File: src/vec_backend_cfg.svh
`ifndef VEC_BACKEND_CFG_SVH
`define VEC_BACKEND_CFG_SVH

// Datapath widths
`define VLEN            64
`define ELEN            8
`define NUM_VREG        32
`define VREG_IDX_W      5

// Buffer depths
`define CQ_DEPTH        4
`define ROB_DEPTH       4

// OPIVV funct6 encodings
`define FUNCT6_VADD     6'b000000
`define FUNCT6_VSUB     6'b000010
`define FUNCT6_VAND     6'b001001
`define FUNCT6_VSADDU   6'b100000

// Major opcode and funct3
`define OPCODE_OPV      7'b1010111
`define FUNCT3_OPIVV    3'b000

`endif

File: src/vec_backend_pkg.sv
`include "vec_backend_cfg.svh"

package vec_backend_pkg;

    // Raw instruction word from the scalar core
    typedef logic [31:0] inst_t;

    // Vector register index
    typedef logic [`VREG_IDX_W-1:0] vreg_idx_t;

    // Full vector register
    typedef logic [`VLEN-1:0] vreg_data_t;

    // Operation selected by decode
    typedef enum logic [2:0] {
        ALU_ADD     = 3'd0,
        ALU_SUB     = 3'd1,
        ALU_AND     = 3'd2,
        ALU_SADDU   = 3'd3,
        ALU_ILLEGAL = 3'd7
    } alu_op_t;

endpackage

File: src/vec_alu.sv
`timescale 1ns/100ps
`include "vec_backend_cfg.svh"

module vec_alu (
    input  logic                        clk,
    input  logic                        rst_n,
    input  logic                        ex_valid,
    input  vec_backend_pkg::alu_op_t    ex_op,
    input  vec_backend_pkg::vreg_idx_t  ex_vd,
    input  vec_backend_pkg::vreg_data_t ex_src_a,
    input  vec_backend_pkg::vreg_data_t ex_src_b,
    output logic                        ex_ready,
    output logic                        res_valid,
    output vec_backend_pkg::vreg_idx_t  res_vd,
    output vec_backend_pkg::vreg_data_t res_data,
    output logic [1:0]                  res_vxsat,
    output logic                        res_illegal,
    input  logic                        res_ready
);

    localparam int LANES = `VLEN / `ELEN;

    vec_backend_pkg::vreg_data_t data_next;
    logic                        sat_next;
    logic [`ELEN-1:0]            lane_a;
    logic [`ELEN-1:0]            lane_b;
    logic [`ELEN:0]              lane_sum;

    always_comb begin
        data_next = '0;
        sat_next  = 1'b0;
        for (int l = 0; l < LANES; l++) begin
            lane_a   = ex_src_a[l*`ELEN +: `ELEN];
            lane_b   = ex_src_b[l*`ELEN +: `ELEN];
            lane_sum = {1'b0, lane_a} + {1'b0, lane_b};
            case (ex_op)
                vec_backend_pkg::ALU_ADD: data_next[l*`ELEN +: `ELEN] = lane_sum[`ELEN-1:0];
                vec_backend_pkg::ALU_SUB: data_next[l*`ELEN +: `ELEN] = lane_a - lane_b;
                vec_backend_pkg::ALU_AND: data_next[l*`ELEN +: `ELEN] = lane_a & lane_b;
                vec_backend_pkg::ALU_SADDU: begin
                    // Carry out means the lane clamps
                    if (lane_sum[`ELEN]) begin
                        data_next[l*`ELEN +: `ELEN] = '1;
                        sat_next = 1'b1;
                    end else begin
                        data_next[l*`ELEN +: `ELEN] = lane_sum[`ELEN-1:0];
                    end
                end
                default: data_next[l*`ELEN +: `ELEN] = '0;
            endcase
        end
    end

    // Output register can refill in the cycle it drains
    assign ex_ready = !res_valid || res_ready;

    always_ff @(posedge clk) begin
        if (!rst_n) begin
            res_valid <= 1'b0;
        end else if (ex_ready) begin
            res_valid <= ex_valid;
        end
    end

    // Bit 1 marks a vxsat update, bit 0 carries the flag
    always_ff @(posedge clk) begin
        if (ex_valid && ex_ready) begin
            res_vd      <= ex_vd;
            res_data    <= data_next;
            res_vxsat   <= {ex_op == vec_backend_pkg::ALU_SADDU, sat_next};
            res_illegal <= (ex_op == vec_backend_pkg::ALU_ILLEGAL);
        end
    end

    // Dispatch keeps an offered operation steady until it is taken
    assert property (@(posedge clk) disable iff (!rst_n)
        ex_valid && !ex_ready |=> ex_valid && $stable(ex_op) && $stable(ex_vd));

endmodule

File: config.mk
export PLATFORM = sky130hd
export DESIGN_NAME = vec_alu
export DESIGN_NICKNAME = d
export VERILOG_FILES = /design/src/vec_backend_pkg.sv /design/src/vec_alu.sv
export VERILOG_INCLUDE_DIRS = /design/src
export SDC_FILE = /design/constraint.sdc
export NUM_CORES = 1
export LEC_CHECK = 0
export BUFFER_PORTS_ARGS = -buffer_cell sky130_fd_sc_hd__buf_4
export CAP_MARGIN = 20
export CORE_ASPECT_RATIO = 1.1
export CORE_UTILIZATION = 37
export CTS_CLUSTER_DIAMETER = 80
export DETAILED_ROUTE_END_ITERATION = 7
export PLACE_DENSITY = 0.71
export SYNTH_ARGS = -nofsm -noshare
export SYNTH_HDL_FRONTEND = slang
export SYNTH_SLANG_ARGS = --single-unit
File: constraint.sdc
create_clock -name clk -period 2.7 [get_ports clk]
set_clock_uncertainty 0.05 [all_clocks]
set_input_delay 0 -clock clk [delete_from_list [all_inputs] [get_ports clk]]
set_output_delay 0 -clock clk [all_outputs]
set_load 0.02 [all_outputs]
Word level (Yosys, flattened, before mapping)
Index checks and enable logic that the tools add are counted.
{"block": "op_classes", "n_addsub": 16, "n_eq_ne": 4, "n_mux": 32, "bitwise_logic": 8, "n_reduce_logical": 4}
{"cell": "$pmux W8 S4", "n": 8}
{"cell": "$add A8 B8 Y9", "n": 8}
{"cell": "$and A8 B8 Y8", "n": 8}
{"cell": "$mux W8", "n": 8}
{"cell": "$sub A8 B8 Y8", "n": 8}
{"cell": "$mux W1", "n": 16}
{"cell": "$eq A3 B2 Y1 const B", "n": 2}
{"cell": "$eq A3 B1 Y1 const B", "n": 1}
{"cell": "$eq A3 B3 Y1 const B", "n": 1}
{"cell": "$logic_not A3 Y1", "n": 1}
{"cell": "$logic_and A1 B1 Y1", "n": 1}
{"cell": "$logic_not A1 Y1", "n": 1}
{"cell": "$logic_or A1 B1 Y1", "n": 1}
{"block": "word_totals", "register_bits": 73, "input_bits": 140, "word_cells": 69}

Longest topological paths before layout
Gate-level depths: netlist (run 1).
{"block": "logic_depth", "depth_word": 17, "depth_mapped": 10}

Worst setup path before layout (run 1)
OpenSTA, ideal clock, no wires.
{"block": "synth_path", "path_kind": "register to register", "from": "register res_valid", "to": "register res_data[0] (enable)", "setup_ns": 0.438, "arrival_ns": 2.339, "t_required_ns": 2.212, "setup_slack_ns": -0.127, "stages_incl_launch_ff": 3, "path_buffers": 0, "path_cell_list": "dfxtp_1 -> nand2b_1 -> and2_1"}
{"block": "synth_via", "elab_chain_len": 3}
{"element": "from (decl)", "line": "vec_alu.sv:13", "text": "output logic res_valid,"}
{"element": "from (signal assigned)", "line": "vec_alu.sv:61", "text": "res_valid <= ex_valid;"}
{"element": "$logic_not A1 Y1", "line": "vec_alu.sv:55", "text": "assign ex_ready = !res_valid || res_ready;"}
{"element": "$logic_or A1 B1 Y1", "line": "vec_alu.sv:55"}
{"element": "via ex_ready", "line": "vec_alu.sv:12", "text": "output logic ex_ready,"}
{"element": "$logic_and A1 B1 Y1", "line": "vec_alu.sv:67", "text": "if (ex_valid && ex_ready) begin"}
{"element": "to (signal assigned)", "line": "vec_alu.sv:69", "text": "res_data <= data_next;"}
{"element": "to (decl)", "line": "vec_alu.sv:15", "text": "output vec_backend_pkg::vreg_data_t res_data,"}
The timed path passes the listed nets, and every way through them passes these cells.
A chain may end at the register's enable or synchronous reset.

Worst setup path in the final report (run 1)
{"block": "layout_path", "from": "input ex_src_a[48]", "to": "register res_vxsat[0], data pin"}
{"block": "layout_via", "elab_chain_len": 5}
{"element": "from (decl)", "line": "vec_alu.sv:10", "text": "input vec_backend_pkg::vreg_data_t ex_src_a,"}
{"element": "$add A8 B8 Y9 *", "line": "vec_alu.sv:35", "text": "lane_sum = {1'b0, lane_a} + {1'b0, lane_b};"}
{"element": "$mux W1 *", "line": "vec_alu.sv:42", "text": "if (lane_sum[`ELEN]) begin"}
{"element": "$mux W1 *", "line": "vec_alu.sv:36", "text": "case (ex_op)"}
{"element": "$mux W1", "line": "vec_alu.sv:42"}
{"element": "$mux W1 *", "line": "vec_alu.sv:36"}
{"element": "via sat_next", "line": "vec_alu.sv:24", "text": "logic sat_next;"}
{"element": "to (signal assigned)", "line": "vec_alu.sv:70", "text": "res_vxsat <= {ex_op == vec_backend_pkg::ALU_SADDU, sat_next};"}
{"element": "to (decl)", "line": "vec_alu.sv:16", "text": "output logic [1:0] res_vxsat,"}
The timed path passes the listed nets; every way through them passes the cells marked *.

==> results.ini, run 1 <==
[critical_path]
timing.critical_path.to_type=register
setup.reg_to_reg.worst_slack_ns=1.05
timing.critical_path.arrival_ns=2.33
cp_cell_sequence=buf_4 > ha_1 > fa_1 > a21oi_1 > o41ai_1 > a221o_1 > or4_1 > o31a_1
startpoint_type=primary input
worst_ep_required_time_ns=2.75
crit_type=primary input to register
crit_family=compound AO/OA/AOI/OAI gates
cp_slowest_cell=sky130_fd_sc_hd__or4_1
timing.critical_path.from=ex_src_a[48]
crit_end=res_vxsat[0]$_DFFE_PP_
timing.critical_path.fanout_max=5
r2r_end=res_data[54]$_DFFE_PP_
critPathMaxStageDelay_ns=0.53
cp.buffers_inverters=1
worstSetupPathDepth=8
reg2reg_from=res_valid$_SDFFE_PN0N_
r2r.worst_path.cells=3

[logic_synthesis]
yosysSeqAreaShare_pct=25.7
synthCells=988
ys_types=66
proportion_of_synthesized_flip_flops_having_asynchronous_set_or_reset_pct=0
yosys_warnings=0
yosys_most_used_dff=sky130_fd_sc_hd__edfxtp_1
netlist_area_mm2=0.00851
synth-edff-count=72
postSynthRegisterBits=73
syn_avg_cell_area_um2=8.61
syn-num-nets=1264

[timing]
tightestPinTransition_ns=0.745
rsz0062_at_grt=false
layout_min_cycle_time_ns=2.29
maxClockFrequency_ghz=0.438
hold_viol=0
finalCritPeriodShare_pct=84.6
setup_failing_eps_final=0
whs_ns=0.0263
setup-tns-final_ns=0
maxSlewHeadroom_pct=50.2
final-max-slew-violation-count=0

[worst_hold_path]
worstHoldPathType=primary input to register

[grt]
grt_start_max_net_pins=35
globalRouteTotalUtil_pct=22.9
via_count_of_the_first_global_routing_pass=8302
antenna_found_initial=0
grt_remaining_overflow=0
grt_pass1_wl_mm=42.7

[flow_run]
cap_viol_max_count=0

[floorplan]
floorplan.rows=57
floorplan.die_area_mm2=0.0236
fp.dieH_um=161
core-area_mm2=0.0223
initial_utilization_pct=38.1
ios=214
floorplan.die.width_um=147

[outcome]
status=finished, final reports clean

[final_layout]
layout.area.seq_mm2=0.00218
design.final.nets=1480
area_growth_syn_to_layout_pct=28.8
final_util_pct=49.1
multi_input_area_mm2=0.00572
antenna_cells_inserted=0
nFillCells=2138
drive_gt1_share_pct=23.2

[cts]
cts_num_sinks=73
cts_htree_levels=3
cts_buffer_count=9
clk_path_buf_depth=2
ctsResizeCount=0
cts_setup_buffers=0
worst_skew_pair.late_latency_ns=0.34
clk_transition_reported_paths_ns=0.06
cts-root-buf=sky130_fd_sc_hd__clkbuf_16
postCtsHoldBufs=7
clock_tree_from_tritoncts=yes

[routing]
route.detailed.vias_per_inst=5.52
post_drt_wl_per_cell_um=18.1
post-route-drc-count=0
drtPass1Iterations=5
first_iter_violations=417
route.vias.total=8308
final_wirelength_mm=27.2
antenna_left=0

[pwr]
peakVddDrop_mv=0.238
total_power_mw=4.69
power_density_mw_per_mm2=428
leakagePower_nw=5.04

[placement]
globalplace.congestion=0.919
hpwlAfterDp_mm=20.8
buffer_ports.inserted=213

## registers in the layout, summed over array words and instances, names as in the netlist
signal       cells
res_valid        1
res_illegal      1
res_vxsat        2
res_data        64
res_vd           5
## per-stage QoR
stage	instances	area [um^2]	setup WS, ns
4_1_cts	1504	11000	0.431
2_1_floorplan	988	8510	0.382
6_report	1504	11000	0.415
3_3_place_gp	1481	10600	0.153
3_5_place_dp	1481	10600	0.0643
5_1_grt	1504	11000	0.348
## synthesized netlist by cell type (7+ instances only)
cell type | n | area, um^2
sky130_fd_sc_hd__nand2b_1 | 20 | 125
sky130_fd_sc_hd__ha_1 | 120 | 1500
sky130_fd_sc_hd__nand3_1 | 17 | 85.1
sky130_fd_sc_hd__clkbuf_1 | 38 | 143
sky130_fd_sc_hd__edfxtp_1 | 72 | 2160
sky130_fd_sc_hd__a31oi_1 | 7 | 43.8
sky130_fd_sc_hd__xor2_1 | 23 | 201
sky130_fd_sc_hd__fa_1 | 16 | 320
sky130_fd_sc_hd__a221oi_1 | 19 | 166
sky130_fd_sc_hd__o21ai_0 | 62 | 310
sky130_fd_sc_hd__and3_1 | 8 | 50.1
sky130_fd_sc_hd__xnor2_1 | 29 | 254
sky130_fd_sc_hd__a211oi_1 | 10 | 75.1
sky130_fd_sc_hd__nand2_1 | 50 | 188
sky130_fd_sc_hd__a21o_1 | 15 | 113
sky130_fd_sc_hd__or3_1 | 9 | 56.3
sky130_fd_sc_hd__or2_2 | 8 | 50.1
sky130_fd_sc_hd__o21bai_1 | 12 | 90.1
sky130_fd_sc_hd__inv_1 | 110 | 413
sky130_fd_sc_hd__a22oi_1 | 17 | 128
sky130_fd_sc_hd__nor2_1 | 71 | 267
sky130_fd_sc_hd__a21oi_1 | 71 | 355
sky130_fd_sc_hd__o211ai_1 | 18 | 135
sky130_fd_sc_hd__o22ai_1 | 9 | 56.3
sky130_fd_sc_hd__nor2b_1 | 18 | 113
sky130_fd_sc_hd__nor3_1 | 17 | 85.1
sky130_fd_sc_hd__o221ai_1 | 9 | 78.8
sky130_fd_sc_hd__a221o_1 | 13 | 130
sky130_fd_sc_hd__buf_2 | 9 | 45.0
sky130_fd_sc_hd__o21a_1 | 8 | 60.1
## worst min-delay path by stage
stage / start / end / slack, ns / depth (start not counted)
finish: ex_src_b[48] / res_data[48]$_DFFE_PP_ / 0.03 / 3
global route: ex_src_b[48] / res_data[48]$_DFFE_PP_ / 0.03 / 3
CTS: ex_src_b[48] / res_data[48]$_DFFE_PP_ / 0.02 / 3
detailed placement: ex_vd[1] / res_vd[1]$_DFFE_PP_ / 0.13 / 1
global placement: ex_vd[4] / res_vd[4]$_DFFE_PP_ / 0.13 / 1
floorplan: ex_vd[0] / res_vd[0]$_DFFE_PP_ / 0.05 / 0
## per-layer routing
| metal | global-route usage, % | share of wire, % | vias to the layer above |
|---|---|---|---|
| li1 | - | - | 4020 |
| met1 | 29.6 | 43 | 3903 |
| met2 | 38.9 | 48 | 335 |
| met3 | 3.36 | 6.8 | 50 |
| met4 | 8.14 | 2.4 | 0 |
| met5 | 0 | 0 | - |
## power by group
group	total (mW)	switching (mW)	internal, mW	leakage (nW)
combinational	1.96	1.09	0.869	4.17
sequential	1.44	0.0394	1.40	0.723
clock	1.29	0.488	0.805	0.146
total	4.69	1.62	3.07	5.04
## layout make-up
type / count / share of cell area (%)
clock inverters: 4 / 0.617
multi-input cells: 754 / 52.2
clock buffers: 12 / 2.16
flip-flops and latches: 73 / 19.9
inverters: 113 / 3.87
repair buffers: 253 / 17.8
well taps: 295 / 3.37
## cells in the final DEF (no fill, tap or decap), drive strengths merged, types with 18 or more instances in the layout
cell type / count
ha: 120
nor2: 71
xnor2: 29
buf: 246
nor2b: 18
o211ai: 18
xor2: 23
edfxtp: 72
a221oi: 20
o21ai: 63
nand2b: 20
a21oi: 71
inv: 112
nand2: 50
## cell families after synthesis
kind of cell | after synthesis | share of synthesized area [%]
compound gates | 321 | 25.9
xor+xnor | 52 | 5.35
fa+ha+maj | 136 | 21.4
buf+inv | 161 | 7.24
flops | 73 | 25.7
mux | 3 | 0.353
simple gates | 242 | 14.1
## worst reg2reg max path, stage by stage (launching register included)
cell	delay, ns
sky130_fd_sc_hd__dfxtp_1	0.31
sky130_fd_sc_hd__nand2b_1	0.11
sky130_fd_sc_hd__and2_4	0.54
sky130_fd_sc_hd__buf_12	0.30
Note: power is estimated with default switching activity, not from simulation.
==> run 2: changes to the inputs <==
==> constraint.sdc (replaced) <==
create_clock -name clk -period 2.05 [get_ports clk]
set_clock_uncertainty 0.05 [all_clocks]
set_input_delay 0 -clock clk [delete_from_list [all_inputs] [get_ports clk]]
set_output_delay 0 -clock clk [all_outputs]
set_load 0.02 [all_outputs]
==> run 2 against run 1 <==
  * Sequential power increased by 32%
  * Global-route usage increased by 1.2 points
  * Critical path depth unchanged
  * Total power increased by 42%
  * Worst setup slack got worse by 0.37 ns
  * Sequential share of layout area decreased by 2.2 points
  * Non-clock buffer count increased by 155
  * Combinational power increased by 51%
  * Hold slack improved by 0.011 ns
  * Die area unchanged
  * Highest routed layer unchanged
==> results.ini, run 2 (synthesis gave the netlist of run 1 again) <==
[outcome]
status=finished, final reports clean

[routing]
route.vias.total=8906
drtPass1Iterations=5
antenna_left=0
post-route-drc-count=0
route.detailed.vias_per_inst=5.37
post_drt_wl_per_cell_um=17.3
first_iter_violations=560
final_wirelength_mm=28.7

[final_layout]
final_common_cell=sky130_fd_sc_hd__buf_4
largest_reg_flops=64
antenna_cells_inserted=0
layout.cells.most_common_list=sky130_fd_sc_hd__buf_4, sky130_fd_sc_hd__ha_1, sky130_fd_sc_hd__inv_1, sky130_fd_sc_hd__edfxtp_1
reg_top3=res_data (64), res_vd (5), res_vxsat (2)
regMostFlops=res_data
design.final.nets=1635
area_growth_syn_to_layout_pct=44.5
drive_gt1_share_pct=33.7
postLayoutCellArea_mm2=0.0123

[placement]
hpwlAfterDp_mm=22.5
buffer_ports.inserted=213
globalplace.congestion=0.910
detailed_place.area_mm2=0.0118

[critical_path]
cp.buffers_inverters=1
worst_ep_required_time_ns=2.10
reg2reg_from=res_valid$_SDFFE_PN0N_
timing.critical_path.arrival_ns=2.05
worstSetupPathDepth=8
r2r_end=res_data[11]$_DFFE_PP_
startpoint_type=primary input
critPathMaxStageDelay_ns=0.47
crit_type=primary input to register
timing.critical_path.to_type=register
timing.critical_path.fanout_max=2
cp_slowest_cell=sky130_fd_sc_hd__or4_1
cp_cell_sequence=buf_4 > ha_1 > fa_2 > a21oi_4 > o41ai_2 > a221o_1 > or4_1 > o31a_1
setup.reg_to_reg.worst_slack_ns=0.67
timing.critical_path.from=ex_src_a[48]
crit_family=compound AO/OA/AOI/OAI gates
crit_end=res_vxsat[0]$_DFFE_PP_
r2r.worst_path.cells=3

[cts]
cts_htree_levels=3
cts_num_sinks=73
cts_buffer_count=9
clock_tree_from_tritoncts=yes
cts-root-buf=sky130_fd_sc_hd__clkbuf_16
worst_skew_pair.late_latency_ns=0.35
clk_transition_reported_paths_ns=0.06
clk_path_buf_depth=2

[worst_hold_path]
worstHoldPathType=primary input to register
hp-start=ex_op[1]

[floorplan]
floorplan.die.width_um=147
fp.dieH_um=161
floorplan.rows=57
ios=214
initial_utilization_pct=38.1
core-area_mm2=0.0223
floorplan.die_area_mm2=0.0236

[grt]
grt_start_max_net_pins=73
antenna_found_initial=0
globalRouteTotalUtil_pct=24.1
grt_remaining_overflow=0
via_count_of_the_first_global_routing_pass=8769
grt_pass1_wl_mm=44.8

[timing]
maxClockFrequency_ghz=0.500
setup_failing_eps_final=0
rsz0062_at_grt=false
finalCritPeriodShare_pct=97.6
whs_ns=0.0368
layout_min_cycle_time_ns=2.00
maxSlewHeadroom_pct=39.9
hold_viol=0
final-max-slew-violation-count=0
tightestPinTransition_ns=0.898

[pwr]
power_density_mw_per_mm2=542
total_power_mw=6.67
peakVddDrop_mv=0.338
leakagePower_nw=5.84

[flow_run]
cap_viol_max_count=0

[run 2: changes by cell type in the layout (fill, tap and decap cells not counted), sizes merged]
| cell | previous run | this run |
|---|---|---|
| clkinvlp | 0 | 1 |
| buf | 246 | 401 |
| clkbuf | 12 | 11 |
[run 2: worst register-to-register path: stages, from the launching register on]
cell                       delay [ns]
sky130_fd_sc_hd__dfxtp_1         0.31
sky130_fd_sc_hd__nand2b_1        0.11
sky130_fd_sc_hd__and2_4          0.16
sky130_fd_sc_hd__buf_12          0.36
[run 2: worst min-delay path by stage]
stage	slack, ns	to	depth (start not counted)
floorplan	0.05	res_vd[0]$_DFFE_PP_	0
global placement	0.13	res_vd[1]$_DFFE_PP_	1
detailed placement	0.13	res_vd[2]$_DFFE_PP_	1
CTS	0.02	res_data[0]$_DFFE_PP_	2
global route	0.03	res_data[0]$_DFFE_PP_	2
finish	0.04	res_illegal$_DFFE_PP_	2
[run 2: metal layers]
metal	GRT usage [%]	vias up	part of all wire, %
li1	-	4336	-
met1	30.5	4208	43
met2	41.9	318	49
met3	2.77	44	6.0
met4	9.75	0	2.2
met5	0	-	0
[run 2: metrics by stage]
| step | instances | utilization, % | worst slack, ns | setup TNS, ns |
|---|---|---|---|---|
| finish | 1659 | 55.1 | 0.0496 | 0 |
| CTS | 1657 | 54.8 | 0.0222 | 0 |
| global route | 1659 | 55.1 | 0.000850 | 0 |
| floorplan | 988 | - | -0.168 | -0.168 |
| detailed placement | 1629 | 52.8 | -0.409 | -3.83 |
| global placement | 1629 | 52.8 | -0.370 | -2.81 |
[run 2: where the power goes]
group	switching, mW	internal [mW]
sequential	0.0529	1.84
clock	0.676	1.13
combinational	1.53	1.43
total	2.26	4.41
[run 2: area by class of cell]
class,count,area [um^2]
well taps,295,369
clock inverters,5,77.6
inverters,113,424
flip-flops and latches,73,2180
clock buffers,11,253
multi-input cells,754,5860
repair buffers,408,3130
fillers,2084,10000
[run 2: repair_timing]
item / 4_1_cts / 5_1_grt
endpoints found under the hold margin: 6 / 0
hold buffers: 7 / 0
buffers inserted: 5 / 2
gates resized for setup: 1 / 10
pin swaps: 0 / 8
setup endpoints to repair: 1 / 4
==> run 3: changes to the inputs <==
==> constraint.sdc (replaced) <==
create_clock -name clk -period 2.05 [get_ports clk]
set_clock_uncertainty 0.05 [all_clocks]
set_input_delay 0.3075 -clock clk [delete_from_list [all_inputs] [get_ports clk]]
set_output_delay 0.3075 -clock clk [all_outputs]
set_load 0.02 [all_outputs]
==> run 3 against run 2 <==
  * Sequential cell count is the same
  * Final cell count grew 4.8%
  * The run now ends with setup timing left
  * Largest cell class unchanged
  * Global-route usage grew 1.0 points
  * Die area is the same
  * Utilization grew 5.0 points
  * Cell area grew 9.0%
  * Worst setup slack lost 0.31 ns
  * Non-clock buffer count grew 80
  * Maximum frequency shrank 14%
==> results.ini, run 3 (synthesis gave the netlist of run 1 again) <==
[outcome]
status=finished, violations left
violations=setup timing

[placement]
detailed_place.area_mm2=0.0126
globalplace.congestion=0.951
placed_cells_incl_taps=1704
buffer_ports.inserted=213
place_worst_setup_slack_ns=-0.729
hpwlAfterDp_mm=23.4

[timing]
maxSlewHeadroom_pct=54.0
finalCritPeriodShare_pct=113
final_setup_margin_ns=-0.263
setup-tns-final_ns=-1.17
layout_min_cycle_time_ns=2.31
rsz0062_at_grt=true
final-max-slew-violation-count=0
tightestPinTransition_ns=0.684
setup_failing_eps_final=12
maxClockFrequency_ghz=0.432
hold_viol=0

[critical_path]
timing.critical_path.arrival_ns=2.36
cp_slowest_cell=sky130_fd_sc_hd__or4_4
timing.critical_path.fanout_max=3
crit_family=simple AND/OR/NAND/NOR gates
setup.reg_to_reg.worst_slack_ns=0.66
r2r_end=res_data[2]$_DFFE_PP_
cp_cell_sequence=buf_6 > ha_4 > fa_2 > nand2b_4 > a221oi_2 > o221a_2 > or2_4 > or4_4 > o31a_1
critPathMaxStageDelay_ns=0.51
cp.buffers_inverters=1
crit_type=primary input to register
timing.critical_path.to_type=register
worst_ep_required_time_ns=2.10
r2r.worst_path.cells=3
reg2reg_from=res_valid$_SDFFE_PN0N_
startpoint_type=primary input

[pwr]
pwr-share-comb_pct=48.6
internal_power_mw=4.48
leakagePower_nw=6.32
seq_power_share_pct=27.8
power.switching_fraction_pct=34.7
share_clk_of_total_power_pct=23.7
power_density_mw_per_mm2=512
switch_pwr_mw=2.38
peakVddDrop_mv=0.255
total_power_mw=6.86

[floorplan]
fp.dieH_um=161
initial_utilization_pct=38.1
floorplan.rows=57
core-area_mm2=0.0223
floorplan.die_area_mm2=0.0236
ios=214
floorplan.die.width_um=147

[routing]
final_wirelength_mm=30.1
post-route-drc-count=0
antenna_left=0
first_iter_violations=395
drtPass1Iterations=5
route.vias.total=9246
post_drt_wl_per_cell_um=17.3
route.detailed.vias_per_inst=5.32

[cts]
clk_path_buf_depth=2
clock_tree_from_tritoncts=yes
cts-root-buf=sky130_fd_sc_hd__clkbuf_16
cts_htree_levels=3
cts_buffer_count=9
worst_skew_pair.late_latency_ns=0.34
cts_num_sinks=73
clk_transition_reported_paths_ns=0.06

[worst_hold_path]
worst_hold_path.endpoint=res_vd[0]$_DFFE_PP_
worst_hold_path.num_cells=1
hp-start=ex_vd[0]
worstHoldPathType=primary input to register

[final_layout]
largest_reg_flops=64
final_common_cell=sky130_fd_sc_hd__buf_4
regMostFlops=res_data
drive_gt1_share_pct=43.3
reg_top3=res_data (64), res_vd (5), res_vxsat (2)
postLayoutCellArea_mm2=0.0134
area_growth_syn_to_layout_pct=57.6
layout.cells.most_common_list=sky130_fd_sc_hd__buf_4, sky130_fd_sc_hd__ha_1, sky130_fd_sc_hd__inv_1, sky130_fd_sc_hd__edfxtp_1, sky130_fd_sc_hd__nor2_1
antenna_cells_inserted=0
design.final.nets=1715
fin_cells=1739

[flow_run]
cap_viol_max_count=0

[grt]
grt_pass1_wl_mm=46.8
grt_remaining_overflow=0
antenna_found_initial=0
grt_start_max_net_pins=73
via_count_of_the_first_global_routing_pass=9408
globalRouteTotalUtil_pct=25.2

## run 3: cell count changes in the layout (fill, tap and decap cells not counted), sizes merged
| cell | delta |
|---|---|
| clkinvlp | -1 |
| clkbuf | +2 |
| buf | +87 |
| bufinv | -1 |
| dlygate4sd3 | -7 |
## run 3: what timing repair did
action | CTS | global route
pin swaps | 24 | 46
setup endpoints to repair | 17 | 44
resized for setup | 37 | 57
hold buffers | 0 | 0
buffers inserted | 12 | 12
## run 3: worst max path at each step
stage,start,to,slack (ns),depth (start not counted)
2_1_floorplan,ex_src_a[24],res_vxsat[0]$_DFFE_PP_,-0.47,8
3_3_place_gp,ex_src_a[24],res_vxsat[0]$_DFFE_PP_,-0.72,9
3_5_place_dp,ex_src_a[24],res_vxsat[0]$_DFFE_PP_,-0.73,9
4_1_cts,ex_src_a[48],res_vxsat[0]$_DFFE_PP_,-0.26,8
5_1_grt,ex_src_b[24],res_vxsat[0]$_DFFE_PP_,-0.30,9
6_report,ex_src_b[24],res_vxsat[0]$_DFFE_PP_,-0.26,9
## run 3: layout make-up
cell class                 count  area [um^2]
inverter                     113          434
sequential                    73         2180
timing repair buffer         488         3740
multi-input combinational    754         6390
clock buffer                  13          250
fill                        1956         8920
tap                          295          369
clock inverter                 3         40.0
## run 3: power groups by stage
stage	Sequential, mW	Clock [mW]	Combinational, mW
final	1.90	1.63	3.33
after CTS	1.90	1.66	3.19
after detailed placement	1.93	0	3.10
after floorplan	2.10	0	1.52
after global placement	1.93	0	3.04
after global routing	1.92	1.70	3.61
## run 3: per-stage QoR
| stage | util, % | hold WS, ns |
|---|---|---|
| after floorplan | - | 0.356 |
| after global placement | 56.3 | 0.436 |
| after detailed placement | 56.3 | 0.437 |
| after CTS | 58.6 | 0.0740 |
| after global routing | 60.1 | 0.0767 |
| final | 60.1 | 0.0875 |
## run 3: layer usage
metal	up-vias	track usage [%]	wire length (um)	part of all wire, %
li1	4489	-	-	-
met2	334	45.3	15000	50
met4	0	8.95	859	2.9
met5	-	0	0	0
met1	4363	30.7	12600	42
met3	60	3.19	1670	5.6
